`src/common/mmio_settings.svh`:
```
// register map widths, register offsets, reset values and bus response codes
`ifndef MMIO_SETTINGS_SVH
`define MMIO_SETTINGS_SVH

`define MMIO_ADDR_W 8
`define MMIO_DATA_W 32
`define GPIO_W 16

// register offsets within the block
`define GPIO_DATA 8'h00
`define GPIO_OEB 8'h04
`define GPIO_PU 8'h08
`define GPIO_PD 8'h0c
`define XTAL_DEST 8'h34
`define PLL_DEST 8'h38
`define TRAP_DEST 8'h3c
`define IRQ7_SRC 8'h40
`define IRQ8_SRC 8'h44
`define TIM0_CFG 8'h5c
`define TIM0_VAL 8'h60
`define TIM0_DAT 8'h64
`define TIM1_CFG 8'h68
`define TIM1_VAL 8'h6c
`define TIM1_DAT 8'h70

// pads come up as inputs
`define GPIO_OEB_RST 16'hffff

`define AXI_RESP_OKAY 2'b00
`define AXI_RESP_SLVERR 2'b10

`endif
```
`src/common/mmio_pkg.sv`:
```
// register identifiers, FSM states, bus and pad structs, byte-strobe merge helper
`include "mmio_settings.svh"

package mmio_pkg;

  typedef enum logic [4:0] {
    REG_NONE,
    REG_GPIO_DATA,
    REG_GPIO_OEB,
    REG_GPIO_PU,
    REG_GPIO_PD,
    REG_XTAL_DEST,
    REG_PLL_DEST,
    REG_TRAP_DEST,
    REG_IRQ7_SRC,
    REG_IRQ8_SRC,
    REG_TIM0_CFG,
    REG_TIM0_VAL,
    REG_TIM0_DAT,
    REG_TIM1_CFG,
    REG_TIM1_VAL,
    REG_TIM1_DAT
  } reg_id_e;

  typedef enum logic [1:0] {
    IDLE,
    WRESP,
    RDATA
  } ctrl_state_e;

  // wstrb is only nonzero in the write commit cycle
  typedef struct packed {
    reg_id_e                  id;
    logic                     wr;
    logic [3:0]               wstrb;
    logic [`MMIO_DATA_W-1:0]  wdata;
  } reg_acc_t;

  typedef struct packed {
    logic [`GPIO_W-1:0] out;
    logic [`GPIO_W-1:0] oeb;
    logic [`GPIO_W-1:0] pu;
    logic [`GPIO_W-1:0] pd;
  } gpio_pad_t;

  typedef struct packed {
    logic irq7;
    logic irq8;
    logic tim0;
    logic tim1;
  } irq_lines_t;

  typedef struct packed {
    logic                     awvalid;
    logic [`MMIO_ADDR_W-1:0]  awaddr;
    logic                     wvalid;
    logic [`MMIO_DATA_W-1:0]  wdata;
    logic [3:0]               wstrb;
    logic                     bready;
    logic                     arvalid;
    logic [`MMIO_ADDR_W-1:0]  araddr;
    logic                     rready;
  } axil_req_t;

  typedef struct packed {
    logic                     awready;
    logic                     wready;
    logic                     bvalid;
    logic [1:0]               bresp;
    logic                     arready;
    logic                     rvalid;
    logic [`MMIO_DATA_W-1:0]  rdata;
    logic [1:0]               rresp;
  } axil_rsp_t;

  // old value with the strobed bytes of wdata laid over it
  function automatic logic [`MMIO_DATA_W-1:0] wr_merge(input logic [`MMIO_DATA_W-1:0] old,
                                                       input reg_acc_t acc);
    logic [`MMIO_DATA_W-1:0] mask;
    for (int i = 0; i < `MMIO_DATA_W / 8; i++) begin
      mask[i*8 +: 8] = {8{acc.wstrb[i]}};
    end
    return (old & ~mask) | (acc.wdata & mask);
  endfunction

endpackage

```
`src/hw/mmio_top.sv`:
```
// top level of the MMIO block, bus controller with GPIO, interrupt and timer blocks
`timescale 1ns/1ps
`include "mmio_settings.svh"

module mmio_top (
  input  logic                 clk_i,
  input  logic                 rst_n_i,
  input  mmio_pkg::axil_req_t  axil_req_i,
  output mmio_pkg::axil_rsp_t  axil_rsp_o,
  input  logic [`GPIO_W-1:0]   gpio_in_i,
  input  logic                 xtal_i,
  input  logic                 pll_i,
  input  logic                 trap_i,
  output mmio_pkg::gpio_pad_t  gpio_pad_o,
  output mmio_pkg::irq_lines_t irq_o
);

  mmio_pkg::reg_acc_t       acc;
  logic [`MMIO_DATA_W-1:0]  gpio_rdata;
  logic [`MMIO_DATA_W-1:0]  irq_rdata;
  logic [`MMIO_DATA_W-1:0]  tim0_rdata;
  logic [`MMIO_DATA_W-1:0]  tim1_rdata;
  logic                     irq7;
  logic                     irq8;
  logic                     tim0_irq;
  logic                     tim1_irq;

  mmio_ctrl u_ctrl (
    .clk_i        (clk_i),
    .rst_n_i      (rst_n_i),
    .axil_req_i   (axil_req_i),
    .axil_rsp_o   (axil_rsp_o),
    .acc_o        (acc),
    .gpio_rdata_i (gpio_rdata),
    .irq_rdata_i  (irq_rdata),
    .tim0_rdata_i (tim0_rdata),
    .tim1_rdata_i (tim1_rdata)
  );

  gpio_regs u_gpio (
    .clk_i      (clk_i),
    .rst_n_i    (rst_n_i),
    .acc_i      (acc),
    .gpio_in_i  (gpio_in_i),
    .xtal_i     (xtal_i),
    .pll_i      (pll_i),
    .trap_i     (trap_i),
    .rdata_o    (gpio_rdata),
    .gpio_pad_o (gpio_pad_o)
  );

  irq_route u_irq (
    .clk_i     (clk_i),
    .rst_n_i   (rst_n_i),
    .acc_i     (acc),
    .gpio_in_i (gpio_in_i),
    .rdata_o   (irq_rdata),
    .irq7_o    (irq7),
    .irq8_o    (irq8)
  );

  counter_timer #(
    .CFG_ID (mmio_pkg::REG_TIM0_CFG),
    .VAL_ID (mmio_pkg::REG_TIM0_VAL),
    .DAT_ID (mmio_pkg::REG_TIM0_DAT)
  ) u_tim0 (
    .clk_i   (clk_i),
    .rst_n_i (rst_n_i),
    .acc_i   (acc),
    .rdata_o (tim0_rdata),
    .irq_o   (tim0_irq)
  );

  counter_timer #(
    .CFG_ID (mmio_pkg::REG_TIM1_CFG),
    .VAL_ID (mmio_pkg::REG_TIM1_VAL),
    .DAT_ID (mmio_pkg::REG_TIM1_DAT)
  ) u_tim1 (
    .clk_i   (clk_i),
    .rst_n_i (rst_n_i),
    .acc_i   (acc),
    .rdata_o (tim1_rdata),
    .irq_o   (tim1_irq)
  );

  assign irq_o = '{irq7: irq7, irq8: irq8, tim0: tim0_irq, tim1: tim1_irq};

endmodule

```
`src/hw/timer/counter_timer.sv`:
```
// down-counting timer with reload value, one-shot or continuous mode and done interrupt
`timescale 1ns/1ps
`include "mmio_settings.svh"

module counter_timer #(
  parameter mmio_pkg::reg_id_e CFG_ID = mmio_pkg::REG_TIM0_CFG,
  parameter mmio_pkg::reg_id_e VAL_ID = mmio_pkg::REG_TIM0_VAL,
  parameter mmio_pkg::reg_id_e DAT_ID = mmio_pkg::REG_TIM0_DAT
) (
  input  logic                     clk_i,
  input  logic                     rst_n_i,
  input  mmio_pkg::reg_acc_t       acc_i,
  output logic [`MMIO_DATA_W-1:0]  rdata_o,
  output logic                     irq_o
);

  logic                     en_q;
  logic                     cont_q;
  logic                     ien_q;
  logic                     done_q;
  logic [`MMIO_DATA_W-1:0]  val_q;
  logic [`MMIO_DATA_W-1:0]  dat_q;
  logic                     cfg_wr;
  logic                     val_wr;
  logic                     dat_wr;

  // cfg only has bits in the low byte
  assign cfg_wr = acc_i.wr && (acc_i.id == CFG_ID) && acc_i.wstrb[0];
  assign val_wr = acc_i.wr && (acc_i.id == VAL_ID);
  assign dat_wr = acc_i.wr && (acc_i.id == DAT_ID);

  always_ff @(posedge clk_i or negedge rst_n_i) begin
    if (!rst_n_i) begin
      en_q   <= 1'b0;
      cont_q <= 1'b0;
      ien_q  <= 1'b0;
      done_q <= 1'b0;
      val_q  <= '0;
      dat_q  <= '0;
    end else begin
      if (en_q) begin
        if (dat_q == '0) begin
          done_q <= 1'b1;
          if (cont_q) begin
            dat_q <= val_q;
          end else begin
            en_q <= 1'b0;
          end
        end else begin
          dat_q <= dat_q - 1'b1;
        end
      end
      // bus writes take priority over the count
      if (cfg_wr) begin
        en_q   <= acc_i.wdata[0];
        cont_q <= acc_i.wdata[1];
        ien_q  <= acc_i.wdata[2];
        done_q <= 1'b0;
      end
      if (val_wr) begin
        val_q <= mmio_pkg::wr_merge(val_q, acc_i);
      end
      if (dat_wr) begin
        dat_q <= mmio_pkg::wr_merge(dat_q, acc_i);
      end
    end
  end

  assign irq_o = done_q & ien_q;

  always_comb begin
    case (acc_i.id)
      CFG_ID:  rdata_o = {28'd0, done_q, ien_q, cont_q, en_q};
      VAL_ID:  rdata_o = val_q;
      DAT_ID:  rdata_o = dat_q;
      default: rdata_o = '0;
    endcase
  end

endmodule

```
`src/hw/irq_route.sv`:
```
// external interrupt source registers and GPIO source multiplexers
`timescale 1ns/1ps
`include "mmio_settings.svh"

module irq_route (
  input  logic                     clk_i,
  input  logic                     rst_n_i,
  input  mmio_pkg::reg_acc_t       acc_i,
  input  logic [`GPIO_W-1:0]       gpio_in_i,
  output logic [`MMIO_DATA_W-1:0]  rdata_o,
  output logic                     irq7_o,
  output logic                     irq8_o
);

  logic [1:0] irq7_src_q;
  logic [1:0] irq8_src_q;

  // code 00 parks the line low, 01..11 pick one of three inputs
  function automatic logic pick(input logic [1:0] code, input logic [2:0] src);
    case (code)
      2'b01:   pick = src[0];
      2'b10:   pick = src[1];
      2'b11:   pick = src[2];
      default: pick = 1'b0;
    endcase
  endfunction

  always_ff @(posedge clk_i or negedge rst_n_i) begin
    if (!rst_n_i) begin
      irq7_src_q <= 2'b00;
      irq8_src_q <= 2'b00;
    end else if (acc_i.wr) begin
      if (acc_i.id == mmio_pkg::REG_IRQ7_SRC) begin
        irq7_src_q <= 2'(mmio_pkg::wr_merge(32'(irq7_src_q), acc_i));
      end
      if (acc_i.id == mmio_pkg::REG_IRQ8_SRC) begin
        irq8_src_q <= 2'(mmio_pkg::wr_merge(32'(irq8_src_q), acc_i));
      end
    end
  end

  assign irq7_o = pick(irq7_src_q, gpio_in_i[2:0]);
  assign irq8_o = pick(irq8_src_q, gpio_in_i[5:3]);

  always_comb begin
    case (acc_i.id)
      mmio_pkg::REG_IRQ7_SRC: rdata_o = {30'd0, irq7_src_q};
      mmio_pkg::REG_IRQ8_SRC: rdata_o = {30'd0, irq8_src_q};
      default:                rdata_o = '0;
    endcase
  end

endmodule

```
`src/hw/gpio/gpio_regs.sv`:
```
// GPIO data/oeb/pull registers, special-function destinations and pad overrides
`timescale 1ns/1ps
`include "mmio_settings.svh"

module gpio_regs (
  input  logic                     clk_i,
  input  logic                     rst_n_i,
  input  mmio_pkg::reg_acc_t       acc_i,
  input  logic [`GPIO_W-1:0]       gpio_in_i,
  input  logic                     xtal_i,
  input  logic                     pll_i,
  input  logic                     trap_i,
  output logic [`MMIO_DATA_W-1:0]  rdata_o,
  output mmio_pkg::gpio_pad_t      gpio_pad_o
);

  logic [`GPIO_W-1:0] data_q;
  logic [`GPIO_W-1:0] oeb_q;
  logic [`GPIO_W-1:0] pu_q;
  logic [`GPIO_W-1:0] pd_q;
  logic [1:0]         xtal_dest_q;
  logic [1:0]         pll_dest_q;
  logic [1:0]         trap_dest_q;
  logic [3:0]         xtal_pin;
  logic [3:0]         pll_pin;
  logic [3:0]         trap_pin;
  logic [`GPIO_W-1:0] grp_mask;

  always_ff @(posedge clk_i or negedge rst_n_i) begin
    if (!rst_n_i) begin
      data_q      <= '0;
      oeb_q       <= `GPIO_OEB_RST;
      pu_q        <= '0;
      pd_q        <= '0;
      xtal_dest_q <= 2'b00;
      pll_dest_q  <= 2'b00;
      trap_dest_q <= 2'b00;
    end else if (acc_i.wr) begin
      case (acc_i.id)
        mmio_pkg::REG_GPIO_DATA: data_q <= 16'(mmio_pkg::wr_merge(32'(data_q), acc_i));
        mmio_pkg::REG_GPIO_OEB:  oeb_q  <= 16'(mmio_pkg::wr_merge(32'(oeb_q), acc_i));
        mmio_pkg::REG_GPIO_PU:   pu_q   <= 16'(mmio_pkg::wr_merge(32'(pu_q), acc_i));
        mmio_pkg::REG_GPIO_PD:   pd_q   <= 16'(mmio_pkg::wr_merge(32'(pd_q), acc_i));
        mmio_pkg::REG_XTAL_DEST: xtal_dest_q <= 2'(mmio_pkg::wr_merge(32'(xtal_dest_q), acc_i));
        mmio_pkg::REG_PLL_DEST:  pll_dest_q  <= 2'(mmio_pkg::wr_merge(32'(pll_dest_q), acc_i));
        mmio_pkg::REG_TRAP_DEST: trap_dest_q <= 2'(mmio_pkg::wr_merge(32'(trap_dest_q), acc_i));
        default: ;
      endcase
    end
  end

  // xtal on 5..7, pll on 8..9, trap on 11..13
  assign xtal_pin = 4'd4 + {2'b00, xtal_dest_q};
  assign pll_pin  = 4'd7 + {2'b00, pll_dest_q};
  assign trap_pin = 4'd10 + {2'b00, trap_dest_q};

  // an active destination claims its whole three-pin group
  assign grp_mask = {2'b00, {3{|trap_dest_q}}, {3{|pll_dest_q}}, {3{|xtal_dest_q}}, 5'b00000};

  always_comb begin
    gpio_pad_o.out = data_q;
    if (xtal_dest_q != 2'b00) begin
      gpio_pad_o.out[xtal_pin] = xtal_i;
    end
    // pll code 11 only takes the group, it drives no pin
    if (pll_dest_q == 2'b01 || pll_dest_q == 2'b10) begin
      gpio_pad_o.out[pll_pin] = pll_i;
    end
    if (trap_dest_q != 2'b00) begin
      gpio_pad_o.out[trap_pin] = trap_i;
    end
    // pads stay tristated while reset is held
    gpio_pad_o.oeb = (oeb_q & ~grp_mask) | {`GPIO_W{~rst_n_i}};
    gpio_pad_o.pu  = pu_q | grp_mask;
    gpio_pad_o.pd  = pd_q | grp_mask;
  end

  always_comb begin
    case (acc_i.id)
      mmio_pkg::REG_GPIO_DATA: rdata_o = {gpio_pad_o.out, gpio_in_i};
      mmio_pkg::REG_GPIO_OEB:  rdata_o = {16'h0000, oeb_q};
      mmio_pkg::REG_GPIO_PU:   rdata_o = {16'h0000, pu_q};
      mmio_pkg::REG_GPIO_PD:   rdata_o = {16'h0000, pd_q};
      mmio_pkg::REG_XTAL_DEST: rdata_o = {30'd0, xtal_dest_q};
      mmio_pkg::REG_PLL_DEST:  rdata_o = {30'd0, pll_dest_q};
      mmio_pkg::REG_TRAP_DEST: rdata_o = {30'd0, trap_dest_q};
      default:                 rdata_o = '0;
    endcase
  end

endmodule

```
`src/hw/mmio_ctrl.sv`:
```
// AXI4-Lite slave FSM, offset decode to register ids and read-data merge
`timescale 1ns/1ps
`include "mmio_settings.svh"

module mmio_ctrl (
  input  logic                     clk_i,
  input  logic                     rst_n_i,
  input  mmio_pkg::axil_req_t      axil_req_i,
  output mmio_pkg::axil_rsp_t      axil_rsp_o,
  output mmio_pkg::reg_acc_t       acc_o,
  input  logic [`MMIO_DATA_W-1:0]  gpio_rdata_i,
  input  logic [`MMIO_DATA_W-1:0]  irq_rdata_i,
  input  logic [`MMIO_DATA_W-1:0]  tim0_rdata_i,
  input  logic [`MMIO_DATA_W-1:0]  tim1_rdata_i
);

  mmio_pkg::ctrl_state_e    state_q, state_d;
  mmio_pkg::reg_id_e        id;
  logic                     wr_go;
  logic                     rd_go;
  logic [`MMIO_ADDR_W-1:0]  addr;
  logic [1:0]               resp;
  logic [1:0]               bresp_q;
  logic [1:0]               rresp_q;
  logic [`MMIO_DATA_W-1:0]  rdata_mux;
  logic [`MMIO_DATA_W-1:0]  rdata_q;

  function automatic mmio_pkg::reg_id_e decode(input logic [`MMIO_ADDR_W-1:0] a);
    case (a)
      `GPIO_DATA: decode = mmio_pkg::REG_GPIO_DATA;
      `GPIO_OEB:  decode = mmio_pkg::REG_GPIO_OEB;
      `GPIO_PU:   decode = mmio_pkg::REG_GPIO_PU;
      `GPIO_PD:   decode = mmio_pkg::REG_GPIO_PD;
      `XTAL_DEST: decode = mmio_pkg::REG_XTAL_DEST;
      `PLL_DEST:  decode = mmio_pkg::REG_PLL_DEST;
      `TRAP_DEST: decode = mmio_pkg::REG_TRAP_DEST;
      `IRQ7_SRC:  decode = mmio_pkg::REG_IRQ7_SRC;
      `IRQ8_SRC:  decode = mmio_pkg::REG_IRQ8_SRC;
      `TIM0_CFG:  decode = mmio_pkg::REG_TIM0_CFG;
      `TIM0_VAL:  decode = mmio_pkg::REG_TIM0_VAL;
      `TIM0_DAT:  decode = mmio_pkg::REG_TIM0_DAT;
      `TIM1_CFG:  decode = mmio_pkg::REG_TIM1_CFG;
      `TIM1_VAL:  decode = mmio_pkg::REG_TIM1_VAL;
      `TIM1_DAT:  decode = mmio_pkg::REG_TIM1_DAT;
      default:    decode = mmio_pkg::REG_NONE;
    endcase
  endfunction

  // a write needs both channels, and wins over a read in the same cycle
  assign wr_go = (state_q == mmio_pkg::IDLE) && axil_req_i.awvalid && axil_req_i.wvalid;
  assign rd_go = (state_q == mmio_pkg::IDLE) && axil_req_i.arvalid && !wr_go;

  assign addr = wr_go ? axil_req_i.awaddr : axil_req_i.araddr;
  assign id   = decode(addr);
  assign resp = (id == mmio_pkg::REG_NONE) ? `AXI_RESP_SLVERR : `AXI_RESP_OKAY;

  assign acc_o = '{
    id:    id,
    wr:    wr_go,
    wstrb: wr_go ? axil_req_i.wstrb : 4'b0000,
    wdata: axil_req_i.wdata
  };

  // blocks return zero for ids that are not theirs
  assign rdata_mux = gpio_rdata_i | irq_rdata_i | tim0_rdata_i | tim1_rdata_i;

  always_comb begin
    state_d = state_q;
    case (state_q)
      mmio_pkg::IDLE: begin
        if (wr_go) begin
          state_d = mmio_pkg::WRESP;
        end else if (rd_go) begin
          state_d = mmio_pkg::RDATA;
        end
      end
      mmio_pkg::WRESP: begin
        if (axil_req_i.bready) begin
          state_d = mmio_pkg::IDLE;
        end
      end
      mmio_pkg::RDATA: begin
        if (axil_req_i.rready) begin
          state_d = mmio_pkg::IDLE;
        end
      end
      default: state_d = mmio_pkg::IDLE;
    endcase
  end

  always_ff @(posedge clk_i or negedge rst_n_i) begin
    if (!rst_n_i) begin
      state_q <= mmio_pkg::IDLE;
      bresp_q <= `AXI_RESP_OKAY;
      rresp_q <= `AXI_RESP_OKAY;
    end else begin
      state_q <= state_d;
      if (wr_go) begin
        bresp_q <= resp;
      end
      if (rd_go) begin
        rresp_q <= resp;
      end
    end
  end

  always_ff @(posedge clk_i) begin
    if (rd_go) begin
      rdata_q <= rdata_mux;
    end
  end

  assign axil_rsp_o = '{
    awready: wr_go,
    wready:  wr_go,
    bvalid:  state_q == mmio_pkg::WRESP,
    bresp:   bresp_q,
    arready: rd_go,
    rvalid:  state_q == mmio_pkg::RDATA,
    rdata:   rdata_q,
    rresp:   rresp_q
  };

endmodule

```
`config.mk`:
```
export PLATFORM = sky130hd
export DESIGN_NAME = mmio_top
export DESIGN_NICKNAME = d
export VERILOG_FILES = /design/src/common/mmio_pkg.sv /design/src/hw/mmio_top.sv /design/src/hw/timer/counter_timer.sv /design/src/hw/irq_route.sv /design/src/hw/gpio/gpio_regs.sv /design/src/hw/mmio_ctrl.sv
export VERILOG_INCLUDE_DIRS = /design/src /design/src/common
export SDC_FILE = /design/constraint.sdc
export NUM_CORES = 1
export LEC_CHECK = 0
export BUFFER_PORTS_ARGS = -buffer_cell sky130_fd_sc_hd__buf_2
export CORE_ASPECT_RATIO = 0.5
export CORE_MARGIN = 2
export CORE_UTILIZATION = 50
export DETAILED_ROUTE_END_ITERATION = 12
export PLACE_DENSITY = 0.7
export SYNTH_ARGS = -nofsm -noshare
export SYNTH_HDL_FRONTEND = slang
export SYNTH_HIERARCHICAL = 1
export SYNTH_SLANG_ARGS = --single-unit
```
`constraint.sdc`:
```
create_clock -name clk_i -period 10.1 [get_ports clk_i]
set_input_delay 1.515 -clock clk_i [delete_from_list [all_inputs] [get_ports clk_i]]
set_output_delay 1.515 -clock clk_i [all_outputs]
set_load 0.02 [all_outputs]
```
# Word level (Yosys, flattened, before mapping)
# Index checks and enable logic that the tools add are counted.
[op_classes]
addsub = 5
magnitude_cmp = 6
eq_ne = 44
muxes = 49
bitwise = 39
n_reduce_logical = 47
[op_table]
columns = ["cell", "count"]
rows = [
  ["32-bit 2-to-1 mux", 8],
  ["32-bit bitwise OR", 7],
  ["32-bit one-hot mux with 7 select lines", 1],
  ["32-bit one-hot mux with 3 select lines", 2],
  ["32-bit AND", 5],
  ["16-bit AND", 5],
  ["16-bit bitwise OR", 5],
  ["8-bit by 7-bit equality test with 1-bit output, second input constant", 8],
  ["32-bit zero test", 2],
  ["32-bit by 1-bit subtractor with 32-bit output, second input constant", 2],
  ["4-bit one-hot mux with 15 select lines", 1],
  ["16-bit bitwise mux", 3],
  ["16-bit 2-to-1 mux", 3],
  ["4-bit equality test, second input constant", 8],
  ["32-bit inverter", 1],
  ["16-bit by 14-bit bitwise OR with 16-bit output", 2],
  ["2-bit AND reduction", 13],
  ["8-bit by 6-bit equality test with 1-bit output, second input constant", 3],
  ["1-bit 2-to-1 mux", 17],
  ["4-bit by 3-bit equality test with 1-bit output, second input constant", 4],
  ["8-bit by 4-bit equality test with 1-bit output, second input constant", 2],
  ["14-bit inverter with 16-bit output", 1],
  ["2-bit nonzero test", 8],
  ["1-bit logical AND", 15],
  ["other kinds (29)", 64],
]
[totals]
ff_bits = 248
inputBits = 78

# Longest topological paths before layout
[depth]
depth_word = 15
mapped_depth = 17
mapped_depth_nobuf = 12

# Hierarchy
# The synthesis kept the hierarchy.
[by_module_without_submodules]
columns = ["module", "instances", "cells_per_inst", "area_per_inst_um2", "seq_area_each_um2"]
rows = [
  ["counter_timer (u_tim0)", 1, 478, 4345.4, 1701.6],
  ["counter_timer (u_tim1)", 1, 463, 4217.8, 1701.6],
  ["gpio_regs", 1, 377, 4149.0, 1771.7],
  ["mmio_ctrl", 1, 201, 2268.4, 1061.0],
  ["irq_route", 1, 56, 491.7, 100.1],
  ["mmio_top", 1, 4, 30.0, 0.0],
]

# Least setup slack after synthesis
# Ideal clock, no wire load.
[synth_timing]
path_kind = "input -> register"
startpoint = "in axil_req_i[47] in the netlist's numbering"
endpoint = "reg u_ctrl.rdata_q[20], data pin"
setup_ps = 272
arrival_time_ps = 4662
required_ps = 9828
path_slack_ps = 5166
path_stages = 15
n_path_buf = 5
cell_sequence = "nand4bb_1 buf_6 inv_2 buf_2 nor3_1 a22o_1 nor2_1 o22ai_1 buf_2 nor4b_1 and2_1 clkbuf_1 clkbuf_1 a22o_1 or4_1"
[synth_lines]
columns = ["item", "line", "source"]
rows = [
  ["start: declaration", "mmio_top.sv:8", "input mmio_pkg::axil_req_t axil_req_i,"],
  ["end signal: assignment", "mmio_ctrl.sv:109", "rdata_q <= rdata_mux;"],
  ["end: declaration", "mmio_ctrl.sv:26", "logic [`MMIO_DATA_W-1:0] rdata_q;"],
]

==> impl_metrics.env <==
export IMPL_clock_sinks=246
export IMPL_placedInstanceArea_um2=16100
export IMPL_clk_pin_slew_ps=70
export IMPL_hold_worst_slack_ps=510
export IMPL_cts_setup_buffers=0
export IMPL_synth_mux_area_share_pct=14.3
export IMPL_drc_errors=0
export IMPL_rsz0062_at_grt="no"
export IMPL_max_slew_margin_rel_pct=27.4
export IMPL_r2r_start="u_ctrl/state_q[1]"
export IMPL_gr_usage_all_layers_pct=30.5
export IMPL_grt_pass1_wl_mm=75.1
export IMPL_grt_pass1_vias=12300
export IMPL_criticalPathCategory="in -> reg"
export IMPL_critical_path_arrival_ps=6470
export IMPL_setup_tns_ps=0
export IMPL_clock_fmax_mhz=166
export IMPL_area_growth_synth_to_final_pct=9.27
export IMPL_hpwl_mm=36.0
export IMPL_synth_cells=1579
export IMPL_setup_violations_final=0
export IMPL_postCtsResizedCells=0
export IMPL_r2r_slack_ps=4710
export IMPL_layout_nets=1751
export IMPL_drt_wl_total_mm=50.2
export IMPL_hold_depth=1
export IMPL_ios=187
export IMPL_clock_latency_ps=550
export IMPL_die_area_um2=32500
export IMPL_rows=45
export IMPL_utilization_pct=55.7
export IMPL_finalMaxSlewViolations=0
export IMPL_antenna_found_initial=0
export IMPL_synth_compound_area_share_pct=14.9
export IMPL_layout_min_cycle_time_ps=6040
export IMPL_synth_xor_area_share_pct=2.43
export IMPL_start_util_pct=51.0
export IMPL_crit_required_ps=10530
export IMPL_yosysSeqAreaShare_pct=40.9
export IMPL_hold_buffers=0
export IMPL_async_flop_share_pct=87.0
export IMPL_synth_area_leaders="dfrtp_1 32%, mux2_2 11%, edfxtp_1 6.2%, buf_4 4.5%, nand2_1 3.4%"
export IMPL_netlist_top_cells_count="198 x dfrtp_1, 158 x mux2_2, 140 x nand2_1, 117 x nor2_1, 93 x buf_4"
export IMPL_worstPathMaxFanout=37
export IMPL_grt_max_degree=72
export IMPL_fill_cells=2712
export IMPL_num_vias=13200
export IMPL_synth_top_family_by_area="simple AND/OR/NAND/NOR gates"
export IMPL_first_pass_iters=5
export IMPL_ant_nets=0
export IMPL_grt_remaining_overflow=0
export IMPL_reg2reg_depth=15
export IMPL_cts_buffers=24
export IMPL_period_share_pct=59.8
export IMPL_synth_flop_cell="dfrtp_1"
export IMPL_synth_seq_cells=246
export IMPL_synth_area_leader_cell="dfrtp_1"
export IMPL_synth_most_common_cell="dfrtp_1"
export IMPL_multiInputGateArea_um2=8120
export IMPL_syn_area_um2=15500
export IMPL_cts_tree="yes"
export IMPL_status="finished clean"
export IMPL_worstMarginPinSlew_ps=1090
export IMPL_ys_warn_count=6
export IMPL_seq_area_um2=6340
export IMPL_total_power_mw=2.27
export IMPL_gp_congestion=0.973
export IMPL_n_antenna_cell=0
export IMPL_core_um2=30400
export IMPL_root_buffer="clkbuf_16"
export IMPL_synth_simple_area_share_pct=19.0
export IMPL_clockBufferDepth=3
export IMPL_final_area_um2=16900
export IMPL_cts_htree_levels=1
export IMPL_dieWidth_um=253
export IMPL_first_iter_violations=1755
export IMPL_hold_path_class="reg -> reg"
export IMPL_skew_ps=21.5
export IMPL_cellLeakagePower_nw=7.79
export IMPL_drive_gt1_share_pct=28.2
export IMPL_synth_fa_ha_area_share_pct=0.726
export IMPL_synth_top_area_share_pct=32.0
export IMPL_io_buffer_count=184
export IMPL_crit_path_end_kind="register"
export IMPL_wl_per_cell_um=24.1
export IMPL_synth_edf_count=32
export IMPL_startpoint_type="input port"
export IMPL_powerDensity_nw_per_um2=134
export IMPL_yosysUniqueCellTypes=86
export IMPL_ir_worst_vdd_uv=124
export IMPL_drv_cap=0
export IMPL_hold_violations=0
export IMPL_syn_area_per_cell_um2=9.82
export IMPL_die_h_um=129
export IMPL_via_per_inst=6.34
[area by class of cell]
cell class,count,share of cell area [%]
Multi-Input combinational cell,1163,48.0
Sequential cell,246,37.4
Timing Repair Buffer,208,6.56
Clock buffer,35,4.21
Tap cell,399,2.95
Inverter,21,0.465
Clock inverter,9,0.458
[critical path: stages]
cell and delay, ps:
buf_2 100, nand4bb_1 80, buf_4 280, inv_2 120, buf_4 290, nor3_1 330, a22o_1 250, nor2_1 80
o22ai_4 140, buf_4 470, nor4b_1 160, nand3_1 520, nand2_1 620, nor2_1 1010, nor2_1 130, a221o_1 320
[placed cells by master, fill, tap and decap left out, types with 7 or more instances in the layout]
master	n
dfrtp_1	198
buf_2	183
mux2_2	158
nand2_1	140
nor2_1	115
o21ai_0	81
a22o_1	59
a21oi_1	44
a31oi_1	40
nand3_1	36
or4_1	36
conb_1	33
edfxtp_1	32
nor3_1	30
xor2_1	26
or3_1	26
clkbuf_16	25
buf_4	24
mux2i_1	23
nand2b_1	22
and2_1	21
inv_1	20
and3_1	18
a22oi_1	17
xnor2_1	17
dfstp_2	16
nor4_1	16
o21ai_1	15
o211ai_1	15
o22ai_1	14
mux2_4	10
o31ai_1	10
ha_1	9
nand4_1	8
a211oi_1	8
nand3b_1	7
[worst max-delay path by stage]
stage                              start  slack, ps            endpoint
after global routing      axil_req_i[47]       4040            register
after CTS                 axil_req_i[47]       4350            register
after detailed placement  axil_req_i[47]       3760            register
after global placement    axil_req_i[47]       3880            register
final                     axil_req_i[47]       4060            register
after floorplan           axil_req_i[47]       5170  u_ctrl/rdata_q[20]
[power by group]
part           switching (mW)  leakage [nW]  internal, mW  total [mW]
registers              0.0495          3.08          1.04        1.09
clock network           0.409         0.384         0.517       0.926
logic                   0.167          4.33        0.0836       0.251
total                   0.626          7.79          1.64        2.27
[layer usage]
| layer | share of wire [%] | vias up | track usage [%] |
|---|---|---|---|
| li1 | - | 5877 | - |
| met1 | 43 | 6470 | 44.4 |
| met2 | 42 | 760 | 42.9 |
| met3 | 12 | 79 | 10.1 |
| met4 | 2.8 | 0 | 9.36 |
| met5 | 0 | - | 0 |
[per-stage QoR]
stage	cells	setup WS, ps
detailed placement	2037	3760
floorplan	1610	5170
finish	2081	4060
global placement	2037	3880
CTS	2081	4350
global route	2081	4040
[logic make-up after synthesis]
| logic type | count (synthesis) |
|---|---|
| xor gates and xnor gates | 43 |
| other | 2 |
| DFF | 246 |
| muxes | 194 |
| and+or+nand+nor | 540 |
| adders and majority gates | 9 |
| AOI/OAI and AO/OA | 344 |
| buffers and inverters | 201 |
(Power assumes the default switching activity.)
